[src/source/xbar_params.svh]
//--------------------------------------
// Crossbar widths, link counts and the
// device address map
//--------------------------------------
`ifndef XBAR_PARAMS_SVH
`define XBAR_PARAMS_SVH

// Link counts and index widths
`define NUM_HOSTS     2
`define NUM_DEVICES   2
`define HOST_IDX_W    1
`define DEV_IDX_W     1

// Channel field widths
`define ADDR_W        32
`define DATA_W        32
`define MASK_W        (`DATA_W / 8)
`define SIZE_W        2
`define HOST_SOURCE_W 4
// Host source widened by the host index
`define XBAR_SOURCE_W (`HOST_SOURCE_W + `HOST_IDX_W)

// Address map, a device matches when the unmasked bits equal its base
`define DEV0_BASE     32'h1000_0000
`define DEV0_MASK     32'h0FFF_FFFF
`define DEV1_BASE     32'h2000_0000
`define DEV1_MASK     32'h0FFF_FFFF

`endif
[src/source/xbar_pkg.sv]
//--------------------------------------
// Crossbar link indices and error
// responder states
//--------------------------------------
`include "xbar_params.svh"

package xbar_pkg;

  // Host number, also the top bits of a widened source
  typedef logic [`HOST_IDX_W-1:0] host_idx_t;

  // Device link number
  typedef logic [`DEV_IDX_W-1:0] dev_idx_t;

  // Denied responder for unmapped addresses
  typedef enum logic {
    ERR_IDLE,
    ERR_RESP
  } err_state_e;

endpackage

[src/source/tl_pkg.sv]
//--------------------------------------
// TileLink-UL opcodes and channel field
// types
//--------------------------------------
`include "xbar_params.svh"

package tl_pkg;

  // Channel A opcodes, TL-UL subset
  typedef enum logic [2:0] {
    PutFullData    = 3'h0,
    PutPartialData = 3'h1,
    Get            = 3'h4
  } tl_a_op_e;

  // Channel D opcodes
  typedef enum logic [2:0] {
    AccessAck     = 3'h0,
    AccessAckData = 3'h1
  } tl_d_op_e;

  // log2 of the byte count
  typedef logic [`SIZE_W-1:0] tl_size_t;

  typedef logic [`ADDR_W-1:0] tl_addr_t;
  typedef logic [`DATA_W-1:0] tl_data_t;
  typedef logic [`MASK_W-1:0] tl_mask_t;

  // Source ID at a host port
  typedef logic [`HOST_SOURCE_W-1:0] tl_host_source_t;

  // Source ID inside the crossbar and at the devices
  typedef logic [`XBAR_SOURCE_W-1:0] tl_xbar_source_t;

endpackage

[src/source/tl_ul_if.sv]
//--------------------------------------
// One TL-UL link, channels A and D
//--------------------------------------
`timescale 1ns/1ps

interface tl_ul_if import tl_pkg::*; ();

  // Channel A, host to device
  logic            a_valid;
  logic            a_ready;
  tl_a_op_e        a_opcode;
  tl_size_t        a_size;
  tl_xbar_source_t a_source;
  tl_addr_t        a_address;
  tl_mask_t        a_mask;
  tl_data_t        a_data;

  // Channel D, device to host
  logic            d_valid;
  logic            d_ready;
  tl_d_op_e        d_opcode;
  tl_xbar_source_t d_source;
  logic            d_denied;
  tl_data_t        d_data;

  modport host (
    output a_valid, a_opcode, a_size, a_source, a_address, a_mask, a_data,
    input  a_ready,
    input  d_valid, d_opcode, d_source, d_denied, d_data,
    output d_ready
  );

  modport device (
    input  a_valid, a_opcode, a_size, a_source, a_address, a_mask, a_data,
    output a_ready,
    output d_valid, d_opcode, d_source, d_denied, d_data,
    input  d_ready
  );

endinterface

[src/source/tl_xbar_top.sv]
//--------------------------------------
// Two-host, two-device TL-UL crossbar
//--------------------------------------
`timescale 1ns/1ps
`include "xbar_params.svh"

module tl_xbar_top
  import tl_pkg::*;
(
  input  logic            clk_i,
  input  logic            rst_i,

  // Hosts
  input  logic            host_a_valid_i   [`NUM_HOSTS-1:0],
  output logic            host_a_ready_o   [`NUM_HOSTS-1:0],
  input  tl_a_op_e        host_a_opcode_i  [`NUM_HOSTS-1:0],
  input  tl_size_t        host_a_size_i    [`NUM_HOSTS-1:0],
  input  tl_host_source_t host_a_source_i  [`NUM_HOSTS-1:0],
  input  tl_addr_t        host_a_address_i [`NUM_HOSTS-1:0],
  input  tl_mask_t        host_a_mask_i    [`NUM_HOSTS-1:0],
  input  tl_data_t        host_a_data_i    [`NUM_HOSTS-1:0],

  output logic            host_d_valid_o   [`NUM_HOSTS-1:0],
  input  logic            host_d_ready_i   [`NUM_HOSTS-1:0],
  output tl_d_op_e        host_d_opcode_o  [`NUM_HOSTS-1:0],
  output tl_host_source_t host_d_source_o  [`NUM_HOSTS-1:0],
  output logic            host_d_denied_o  [`NUM_HOSTS-1:0],
  output tl_data_t        host_d_data_o    [`NUM_HOSTS-1:0],

  // Devices
  output logic            dev_a_valid_o    [`NUM_DEVICES-1:0],
  input  logic            dev_a_ready_i    [`NUM_DEVICES-1:0],
  output tl_a_op_e        dev_a_opcode_o   [`NUM_DEVICES-1:0],
  output tl_size_t        dev_a_size_o     [`NUM_DEVICES-1:0],
  output tl_xbar_source_t dev_a_source_o   [`NUM_DEVICES-1:0],
  output tl_addr_t        dev_a_address_o  [`NUM_DEVICES-1:0],
  output tl_mask_t        dev_a_mask_o     [`NUM_DEVICES-1:0],
  output tl_data_t        dev_a_data_o     [`NUM_DEVICES-1:0],

  input  logic            dev_d_valid_i    [`NUM_DEVICES-1:0],
  output logic            dev_d_ready_o    [`NUM_DEVICES-1:0],
  input  tl_d_op_e        dev_d_opcode_i   [`NUM_DEVICES-1:0],
  input  tl_xbar_source_t dev_d_source_i   [`NUM_DEVICES-1:0],
  input  logic            dev_d_denied_i   [`NUM_DEVICES-1:0],
  input  tl_data_t        dev_d_data_i     [`NUM_DEVICES-1:0]
);

  // Single internal link between the two halves
  tl_ul_if link ();

  tl_host_arbiter u_arbiter (
    .clk_i         (clk_i),
    .rst_i         (rst_i),
    .h_a_valid_i   (host_a_valid_i),
    .h_a_ready_o   (host_a_ready_o),
    .h_a_opcode_i  (host_a_opcode_i),
    .h_a_size_i    (host_a_size_i),
    .h_a_source_i  (host_a_source_i),
    .h_a_address_i (host_a_address_i),
    .h_a_mask_i    (host_a_mask_i),
    .h_a_data_i    (host_a_data_i),
    .h_d_valid_o   (host_d_valid_o),
    .h_d_ready_i   (host_d_ready_i),
    .h_d_opcode_o  (host_d_opcode_o),
    .h_d_source_o  (host_d_source_o),
    .h_d_denied_o  (host_d_denied_o),
    .h_d_data_o    (host_d_data_o),
    .link          (link.host)
  );

  tl_device_demux u_demux (
    .clk_i         (clk_i),
    .rst_i         (rst_i),
    .link          (link.device),
    .d_a_valid_o   (dev_a_valid_o),
    .d_a_ready_i   (dev_a_ready_i),
    .d_a_opcode_o  (dev_a_opcode_o),
    .d_a_size_o    (dev_a_size_o),
    .d_a_source_o  (dev_a_source_o),
    .d_a_address_o (dev_a_address_o),
    .d_a_mask_o    (dev_a_mask_o),
    .d_a_data_o    (dev_a_data_o),
    .d_d_valid_i   (dev_d_valid_i),
    .d_d_ready_o   (dev_d_ready_o),
    .d_d_opcode_i  (dev_d_opcode_i),
    .d_d_source_i  (dev_d_source_i),
    .d_d_denied_i  (dev_d_denied_i),
    .d_d_data_i    (dev_d_data_i)
  );

endmodule

[src/source/tl_device_demux.sv]
//--------------------------------------
// Address decode to device links, D
// merge and denied responder
//--------------------------------------
`timescale 1ns/1ps
`include "xbar_params.svh"

module tl_device_demux
  import tl_pkg::*;
  import xbar_pkg::*;
(
  input  logic            clk_i,
  input  logic            rst_i,

  // Merged link from the arbiter
  tl_ul_if.device         link,

  // Device side, channel A
  output logic            d_a_valid_o   [`NUM_DEVICES-1:0],
  input  logic            d_a_ready_i   [`NUM_DEVICES-1:0],
  output tl_a_op_e        d_a_opcode_o  [`NUM_DEVICES-1:0],
  output tl_size_t        d_a_size_o    [`NUM_DEVICES-1:0],
  output tl_xbar_source_t d_a_source_o  [`NUM_DEVICES-1:0],
  output tl_addr_t        d_a_address_o [`NUM_DEVICES-1:0],
  output tl_mask_t        d_a_mask_o    [`NUM_DEVICES-1:0],
  output tl_data_t        d_a_data_o    [`NUM_DEVICES-1:0],

  // Device side, channel D
  input  logic            d_d_valid_i   [`NUM_DEVICES-1:0],
  output logic            d_d_ready_o   [`NUM_DEVICES-1:0],
  input  tl_d_op_e        d_d_opcode_i  [`NUM_DEVICES-1:0],
  input  tl_xbar_source_t d_d_source_i  [`NUM_DEVICES-1:0],
  input  logic            d_d_denied_i  [`NUM_DEVICES-1:0],
  input  tl_data_t        d_d_data_i    [`NUM_DEVICES-1:0]
);

  localparam tl_addr_t DEV_BASE [`NUM_DEVICES] = '{`DEV0_BASE, `DEV1_BASE};
  localparam tl_addr_t DEV_MASK [`NUM_DEVICES] = '{`DEV0_MASK, `DEV1_MASK};

  logic            a_hit;
  dev_idx_t        a_dev;

  err_state_e      err_state_q;
  tl_xbar_source_t err_source_q;
  tl_d_op_e        err_op_q;
  logic            err_valid;

  logic            pick_dev_valid;
  dev_idx_t        pick_dev;
  logic            hold_q;
  logic            hold_err_q;
  dev_idx_t        hold_dev_q;
  logic            use_err;
  dev_idx_t        use_dev;

  // Lowest device whose base matches the unmasked address bits
  always_comb begin
    a_hit = 1'b0;
    a_dev = '0;
    for (int unsigned j = 0; j < `NUM_DEVICES; j++) begin
      if (!a_hit && ((link.a_address & ~DEV_MASK[j]) == DEV_BASE[j])) begin
        a_hit = 1'b1;
        a_dev = dev_idx_t'(j);
      end
    end
  end

  // Responder takes a miss only when idle
  assign link.a_ready = a_hit ? d_a_ready_i[a_dev] : (err_state_q == ERR_IDLE);
  assign err_valid    = (err_state_q == ERR_RESP);

  for (genvar j = 0; j < `NUM_DEVICES; j++) begin : g_dev_a
    assign d_a_valid_o[j]   = link.a_valid && a_hit && (a_dev == dev_idx_t'(j));
    assign d_a_opcode_o[j]  = link.a_opcode;
    assign d_a_size_o[j]    = link.a_size;
    assign d_a_source_o[j]  = link.a_source;
    assign d_a_address_o[j] = link.a_address;
    assign d_a_mask_o[j]    = link.a_mask;
    assign d_a_data_o[j]    = link.a_data;
  end

  always_ff @(posedge clk_i) begin
    if (rst_i) begin
      err_state_q <= ERR_IDLE;
    end else begin
      case (err_state_q)
        ERR_IDLE: begin
          if (link.a_valid && !a_hit) begin
            err_state_q <= ERR_RESP;
          end
        end
        ERR_RESP: begin
          if (use_err && link.d_ready) begin
            err_state_q <= ERR_IDLE;
          end
        end
        default: err_state_q <= ERR_IDLE;
      endcase
    end
  end

  // Captured with the unmapped request
  always_ff @(posedge clk_i) begin
    if (err_state_q == ERR_IDLE && link.a_valid && !a_hit) begin
      err_source_q <= link.a_source;
      err_op_q     <= (link.a_opcode == Get) ? AccessAckData : AccessAck;
    end
  end

  // Fixed priority, responder before device 0 before device 1
  always_comb begin
    pick_dev_valid = 1'b0;
    pick_dev       = '0;
    for (int unsigned j = 0; j < `NUM_DEVICES; j++) begin
      if (!pick_dev_valid && d_d_valid_i[j]) begin
        pick_dev_valid = 1'b1;
        pick_dev       = dev_idx_t'(j);
      end
    end
  end

  // A stalled D beat keeps its winner so its fields stay put
  assign use_err = hold_q ? hold_err_q : err_valid;
  assign use_dev = hold_q ? hold_dev_q : pick_dev;

  always_ff @(posedge clk_i) begin
    if (rst_i) begin
      hold_q     <= 1'b0;
      hold_err_q <= 1'b0;
      hold_dev_q <= '0;
    end else begin
      hold_q     <= link.d_valid && !link.d_ready;
      hold_err_q <= use_err;
      hold_dev_q <= use_dev;
    end
  end

  assign link.d_valid  = use_err ? err_valid : d_d_valid_i[use_dev];
  assign link.d_opcode = use_err ? err_op_q : d_d_opcode_i[use_dev];
  assign link.d_source = use_err ? err_source_q : d_d_source_i[use_dev];
  assign link.d_denied = use_err ? 1'b1 : d_d_denied_i[use_dev];
  assign link.d_data   = use_err ? '0 : d_d_data_i[use_dev];

  for (genvar j = 0; j < `NUM_DEVICES; j++) begin : g_dev_d
    assign d_d_ready_o[j] = link.d_ready && !use_err && (use_dev == dev_idx_t'(j));
  end

endmodule

[src/source/tl_host_arbiter.sv]
//--------------------------------------
// Round-robin merge of host A channels,
// D return by source prefix
//--------------------------------------
`timescale 1ns/1ps
`include "xbar_params.svh"

module tl_host_arbiter
  import tl_pkg::*;
  import xbar_pkg::*;
(
  input  logic            clk_i,
  input  logic            rst_i,

  // Host side, channel A
  input  logic            h_a_valid_i   [`NUM_HOSTS-1:0],
  output logic            h_a_ready_o   [`NUM_HOSTS-1:0],
  input  tl_a_op_e        h_a_opcode_i  [`NUM_HOSTS-1:0],
  input  tl_size_t        h_a_size_i    [`NUM_HOSTS-1:0],
  input  tl_host_source_t h_a_source_i  [`NUM_HOSTS-1:0],
  input  tl_addr_t        h_a_address_i [`NUM_HOSTS-1:0],
  input  tl_mask_t        h_a_mask_i    [`NUM_HOSTS-1:0],
  input  tl_data_t        h_a_data_i    [`NUM_HOSTS-1:0],

  // Host side, channel D
  output logic            h_d_valid_o   [`NUM_HOSTS-1:0],
  input  logic            h_d_ready_i   [`NUM_HOSTS-1:0],
  output tl_d_op_e        h_d_opcode_o  [`NUM_HOSTS-1:0],
  output tl_host_source_t h_d_source_o  [`NUM_HOSTS-1:0],
  output logic            h_d_denied_o  [`NUM_HOSTS-1:0],
  output tl_data_t        h_d_data_o    [`NUM_HOSTS-1:0],

  // Merged link toward the demux
  tl_ul_if.host           link
);

  host_idx_t ptr_q;
  host_idx_t lock_idx_q;
  logic      lock_q;
  host_idx_t pick_idx;
  host_idx_t gnt_idx;
  host_idx_t d_host;
  logic      a_fire;

  // First valid host at or after the pointer
  always_comb begin
    logic        found;
    int unsigned cand;
    found    = 1'b0;
    pick_idx = ptr_q;
    for (int unsigned k = 0; k < `NUM_HOSTS; k++) begin
      cand = (32'(ptr_q) + k) % `NUM_HOSTS;
      if (!found && h_a_valid_i[cand]) begin
        found    = 1'b1;
        pick_idx = host_idx_t'(cand);
      end
    end
  end

  // A stalled beat keeps its grant until it transfers
  assign gnt_idx = lock_q ? lock_idx_q : pick_idx;
  assign a_fire  = link.a_valid && link.a_ready;

  always_ff @(posedge clk_i) begin
    if (rst_i) begin
      ptr_q      <= '0;
      lock_q     <= 1'b0;
      lock_idx_q <= '0;
    end else begin
      lock_q     <= link.a_valid && !link.a_ready;
      lock_idx_q <= gnt_idx;
      if (a_fire) begin
        // Next search starts just past the granted host
        if (32'(gnt_idx) == `NUM_HOSTS - 1) begin
          ptr_q <= '0;
        end else begin
          ptr_q <= gnt_idx + 1'b1;
        end
      end
    end
  end

  // Zero when no host is valid, since the pick then points at an idle host
  assign link.a_valid   = h_a_valid_i[gnt_idx];
  assign link.a_opcode  = h_a_opcode_i[gnt_idx];
  assign link.a_size    = h_a_size_i[gnt_idx];
  assign link.a_source  = {gnt_idx, h_a_source_i[gnt_idx]};
  assign link.a_address = h_a_address_i[gnt_idx];
  assign link.a_mask    = h_a_mask_i[gnt_idx];
  assign link.a_data    = h_a_data_i[gnt_idx];

  // Owning host sits in the top bits of the D source
  assign d_host       = host_idx_t'(link.d_source[`XBAR_SOURCE_W-1:`HOST_SOURCE_W]);
  assign link.d_ready = h_d_ready_i[d_host];

  for (genvar i = 0; i < `NUM_HOSTS; i++) begin : g_host
    assign h_a_ready_o[i]  = link.a_ready && (gnt_idx == host_idx_t'(i));
    assign h_d_valid_o[i]  = link.d_valid && (d_host == host_idx_t'(i));
    assign h_d_opcode_o[i] = link.d_opcode;
    assign h_d_source_o[i] = link.d_source[`HOST_SOURCE_W-1:0];
    assign h_d_denied_o[i] = link.d_denied;
    assign h_d_data_o[i]   = link.d_data;
  end

endmodule

[config.mk]
export PLATFORM = sky130hd
export DESIGN_NAME = tl_xbar_top
export DESIGN_NICKNAME = d
export VERILOG_FILES = /design/src/source/xbar_pkg.sv /design/src/source/tl_pkg.sv /design/src/source/tl_ul_if.sv /design/src/source/tl_xbar_top.sv /design/src/source/tl_device_demux.sv /design/src/source/tl_host_arbiter.sv
export VERILOG_INCLUDE_DIRS = /design/src /design/src/source
export SDC_FILE = /design/constraint.sdc
export NUM_CORES = 1
export LEC_CHECK = 0
export ABC_AREA = 0
export BUFFER_PORTS_ARGS = -buffer_cell sky130_fd_sc_hd__buf_2
export CAP_MARGIN = 15
export CELL_PAD_IN_SITES_DETAIL_PLACEMENT = 0
export CELL_PAD_IN_SITES_GLOBAL_PLACEMENT = 1
export CORE_AREA = 5 5 187 189
export DETAILED_ROUTE_END_ITERATION = 10
export DIE_AREA = 0 0 192 194
export PLACE_DENSITY = 0.57
export SLEW_MARGIN = 20
export SYNTH_ARGS = -nofsm -noshare
export SYNTH_HDL_FRONTEND = slang
export SYNTH_SLANG_ARGS = --single-unit
[constraint.sdc]
create_clock -name clk_i -period 5.82 [get_ports clk_i]
set_clock_uncertainty 0.2 [all_clocks]
set_input_delay 1.164 -clock clk_i [delete_from_list [all_inputs] [get_ports clk_i]]
set_output_delay 1.164 -clock clk_i [all_outputs]
set_load 0.02 [all_outputs]
==> impl_metrics.toml <==
[sta]
holdWs_ns = 0.339
worst_pin_slew_ns = 0.816
hold_violations = 0
tns_ns = 0
rsz0062_at_grt = "false"
period_minus_slack_ns = 4.49
setup_viol = 0
maxSlewHeadroom = 0.456
worst_slack_ns = 1.33
fin_crit_sh = 0.772
max_freq_ghz = 0.223
slew_violations = 0

[drt]
ant_nets = 0
drc = 0
drt_iter0_markers = 295
num_vias = 4871
vias_per_cell = 3.51
wirelength_mm = 19.8
drtPass1Iterations = 4
routedWlPerCell_um = 14.3

[cells_and_area]
drive_above_1_share = 0.544
final_cell_mix = "buf_2, nand2_1, a21oi_1"
antenna_cells = 0
final_common_cell = "buf_2"
design_area_mm2 = 0.00537
fin_nets = 1185
stdcell_count = 1386
syn2layout_area_growth_pct = 65.2

[yosys]
synth_top_area_frac = 0.358
synth_largest_area_cell = "nand2_1"
synth_edf_count = 6
synth-seq-cells = 13
synth.distinct_cells = 43
synth.yosys.seq_area_share = 0.0985
syn_nets = 837
syn_avg_cell_area_um2 = 5.50
synth_ff_type = "dfxtp_1"
synthTopCellsByArea = "nand2_1, buf_4, a21oi_1"
syn_area_mm2 = 0.00325
synth-async-reset-ratio = 0
yosys_warnings = 0
synthCells = 591

[clocking]
clkTransAtPathRegs_ns = 0.04
cts-hold-fix-buffers = 0
insertion_delay_ns = 0.24
cts-htree-levels = 1
numCtsBuffers = 3
cts_tree = "yes"
root_buffer = "clkbuf_16"
cts_sinks = 13
cts-resized-gates = 0
postCtsSetupBuffers = 0
clock_path_buffers = 2

[critical_path]
cp_max_fo = 24
rr_endpoint = "u_demux.err_op_q[0]$_DFFE_PP_"
r2r-start = "u_arbiter.ptr_q$_SDFFE_PP0P_"
worstPathRequired_ns = 4.46
crit_chain = "buf_2 > or3b_4 > nand2_1 > buf_4 > nand2_1 > a21oi_1 > buf_2"
slowest_stage = "nand2_1"
critPathCaptureType = "primary output"
cp_slowest_stage_delay_ns = 0.57
arrival_ns = 3.13
r2r_cells = 5
r2r_slack_ns = 3.16
path_class = "in -> out"
start_kind = "primary input"

[grt]
use_met2 = 0.187
grt_max_degree = 84
grt_use_total = 0.0941
grt_overflow = 0
antenna_found_initial = 2
grt.met1_usage = 0.105
grt_pass1_vias = 4772
gr-usage-met3 = 0.0146
grt_pass1_wl_mm = 27.6
top_usage_layer = "met2"

[floorplan]
dieHeight_um = 194
start_util = 0.0982
ioPinCount = 490
chipWidth_um = 192
core-area_mm2 = 0.0331
rows = 67
dieArea_mm2 = 0.0372

[place]
placed_area_mm2 = 0.00529
pre_cts_ws_ns = 1.30
routabilityCongestion = 0.758
port_buffers = 489
dp_cells = 1382
dp_hpwl_mm = 17.2

[hold_path]
holdPathStages = 2
hold_path_class = "reg -> reg"
min_to = "u_arbiter.ptr_q$_SDFFE_PP0P_"
hp-start = "u_arbiter.ptr_q$_SDFFE_PP0P_"

[pwr]
p_per_area_mw_per_mm2 = 253
total_leakage_power_nw = 3.27
peakVddDrop_uv = 80.4

[flow_run]
drv_cap = 0

[outcome]
status = "finished, final reports clean"
==> metrics by stage <==
| stage | utilization | total power [mW] |
|---|---|---|
| finish | 0.162 | 1.36 |
| global route | 0.162 | 1.46 |
| CTS | 0.162 | 1.39 |
| detailed placement | 0.160 | 1.25 |
| global placement | 0.160 | 1.26 |
| floorplan | - | 0.969 |
==> metal layers <==
metal  wire (um)  part of all wire
met1        7370              0.37
met4         160            0.0081
met2       10300              0.52
met3        1970             0.099
met5          13           0.00065
==> power breakdown <==
part / internal, mW / total [mW] / switching [mW]
clock network: 0.0923 / 0.129 / 0.0369
registers: 0.111 / 0.123 / 0.0111
logic: 0.347 / 1.11 / 0.761
==> how the worst max path moves through the flow <==
stage,from,endpoint,slack [ns],depth (start not counted)
finish,dev_d_valid_i[0],host_d_data_o[26],1.33,7
floorplan,dev_d_valid_i[1],host_d_source_o[5],1.71,7
CTS,dev_d_valid_i[0],host_d_data_o[26],1.29,7
global placement,dev_d_valid_i[0],host_d_data_o[26],1.26,7
detailed placement,dev_d_valid_i[0],host_d_data_o[26],1.30,7
global route,dev_d_valid_i[0],host_d_data_o[26],1.15,7
==> worst max-delay path, delay by kind of cell <==
kind	cells	cell delay [ns]
buffers and inverters	3	0.69
AND/OR/NAND/NOR	3	1.04
AO/OA/AOI/OAI	1	0.23
==> flip-flops by register name, summed over array words and instances, names as in the netlist <==
signal and cells:
u_arbiter.lock_idx_q 1, u_demux.err_source_q 5, u_demux.hold_q 1, u_demux.err_state_q 1
u_demux.err_op_q 1, u_demux.hold_dev_q 1, u_arbiter.ptr_q 1, u_demux.hold_err_q 1
u_arbiter.lock_q 1
==> synth_stat cells (2+ instances only) <==
master    count
dfxtp_1       7
nor3_1        5
nand2b_1      2
nor2_1       16
buf_2         8
mux2_2        4
inv_1         4
o21ai_0       2
a31oi_1       7
edfxtp_1      6
and2_1        3
buf_4       122
nor3b_1       3
mux2i_1       3
buf_1         3
clkbuf_1     17
o22ai_1       2
nor2b_1       6
nand2_1     310
a21oi_1      38
==> layout make-up <==
class / instances / area [um2]
fillers: 3873 / 27700
repair buffers: 493 / 2500
multi-input cells: 423 / 1890
well taps: 448 / 561
flip-flops and latches: 13 / 320
clock buffers: 4 / 78.8
inverters: 5 / 18.8
==> cells by family (layout without fill, tap and decap cells) <==
group	after synthesis	count (layout)	synth area share
multiplexers	9	9	0.0312
AO/OA/AOI/OAI	64	64	0.124
flip-flops	13	13	0.0985
AND/OR/NAND/NOR	350	350	0.424
buffers and inverters	155	502	0.323
(Power assumes the default switching activity.)
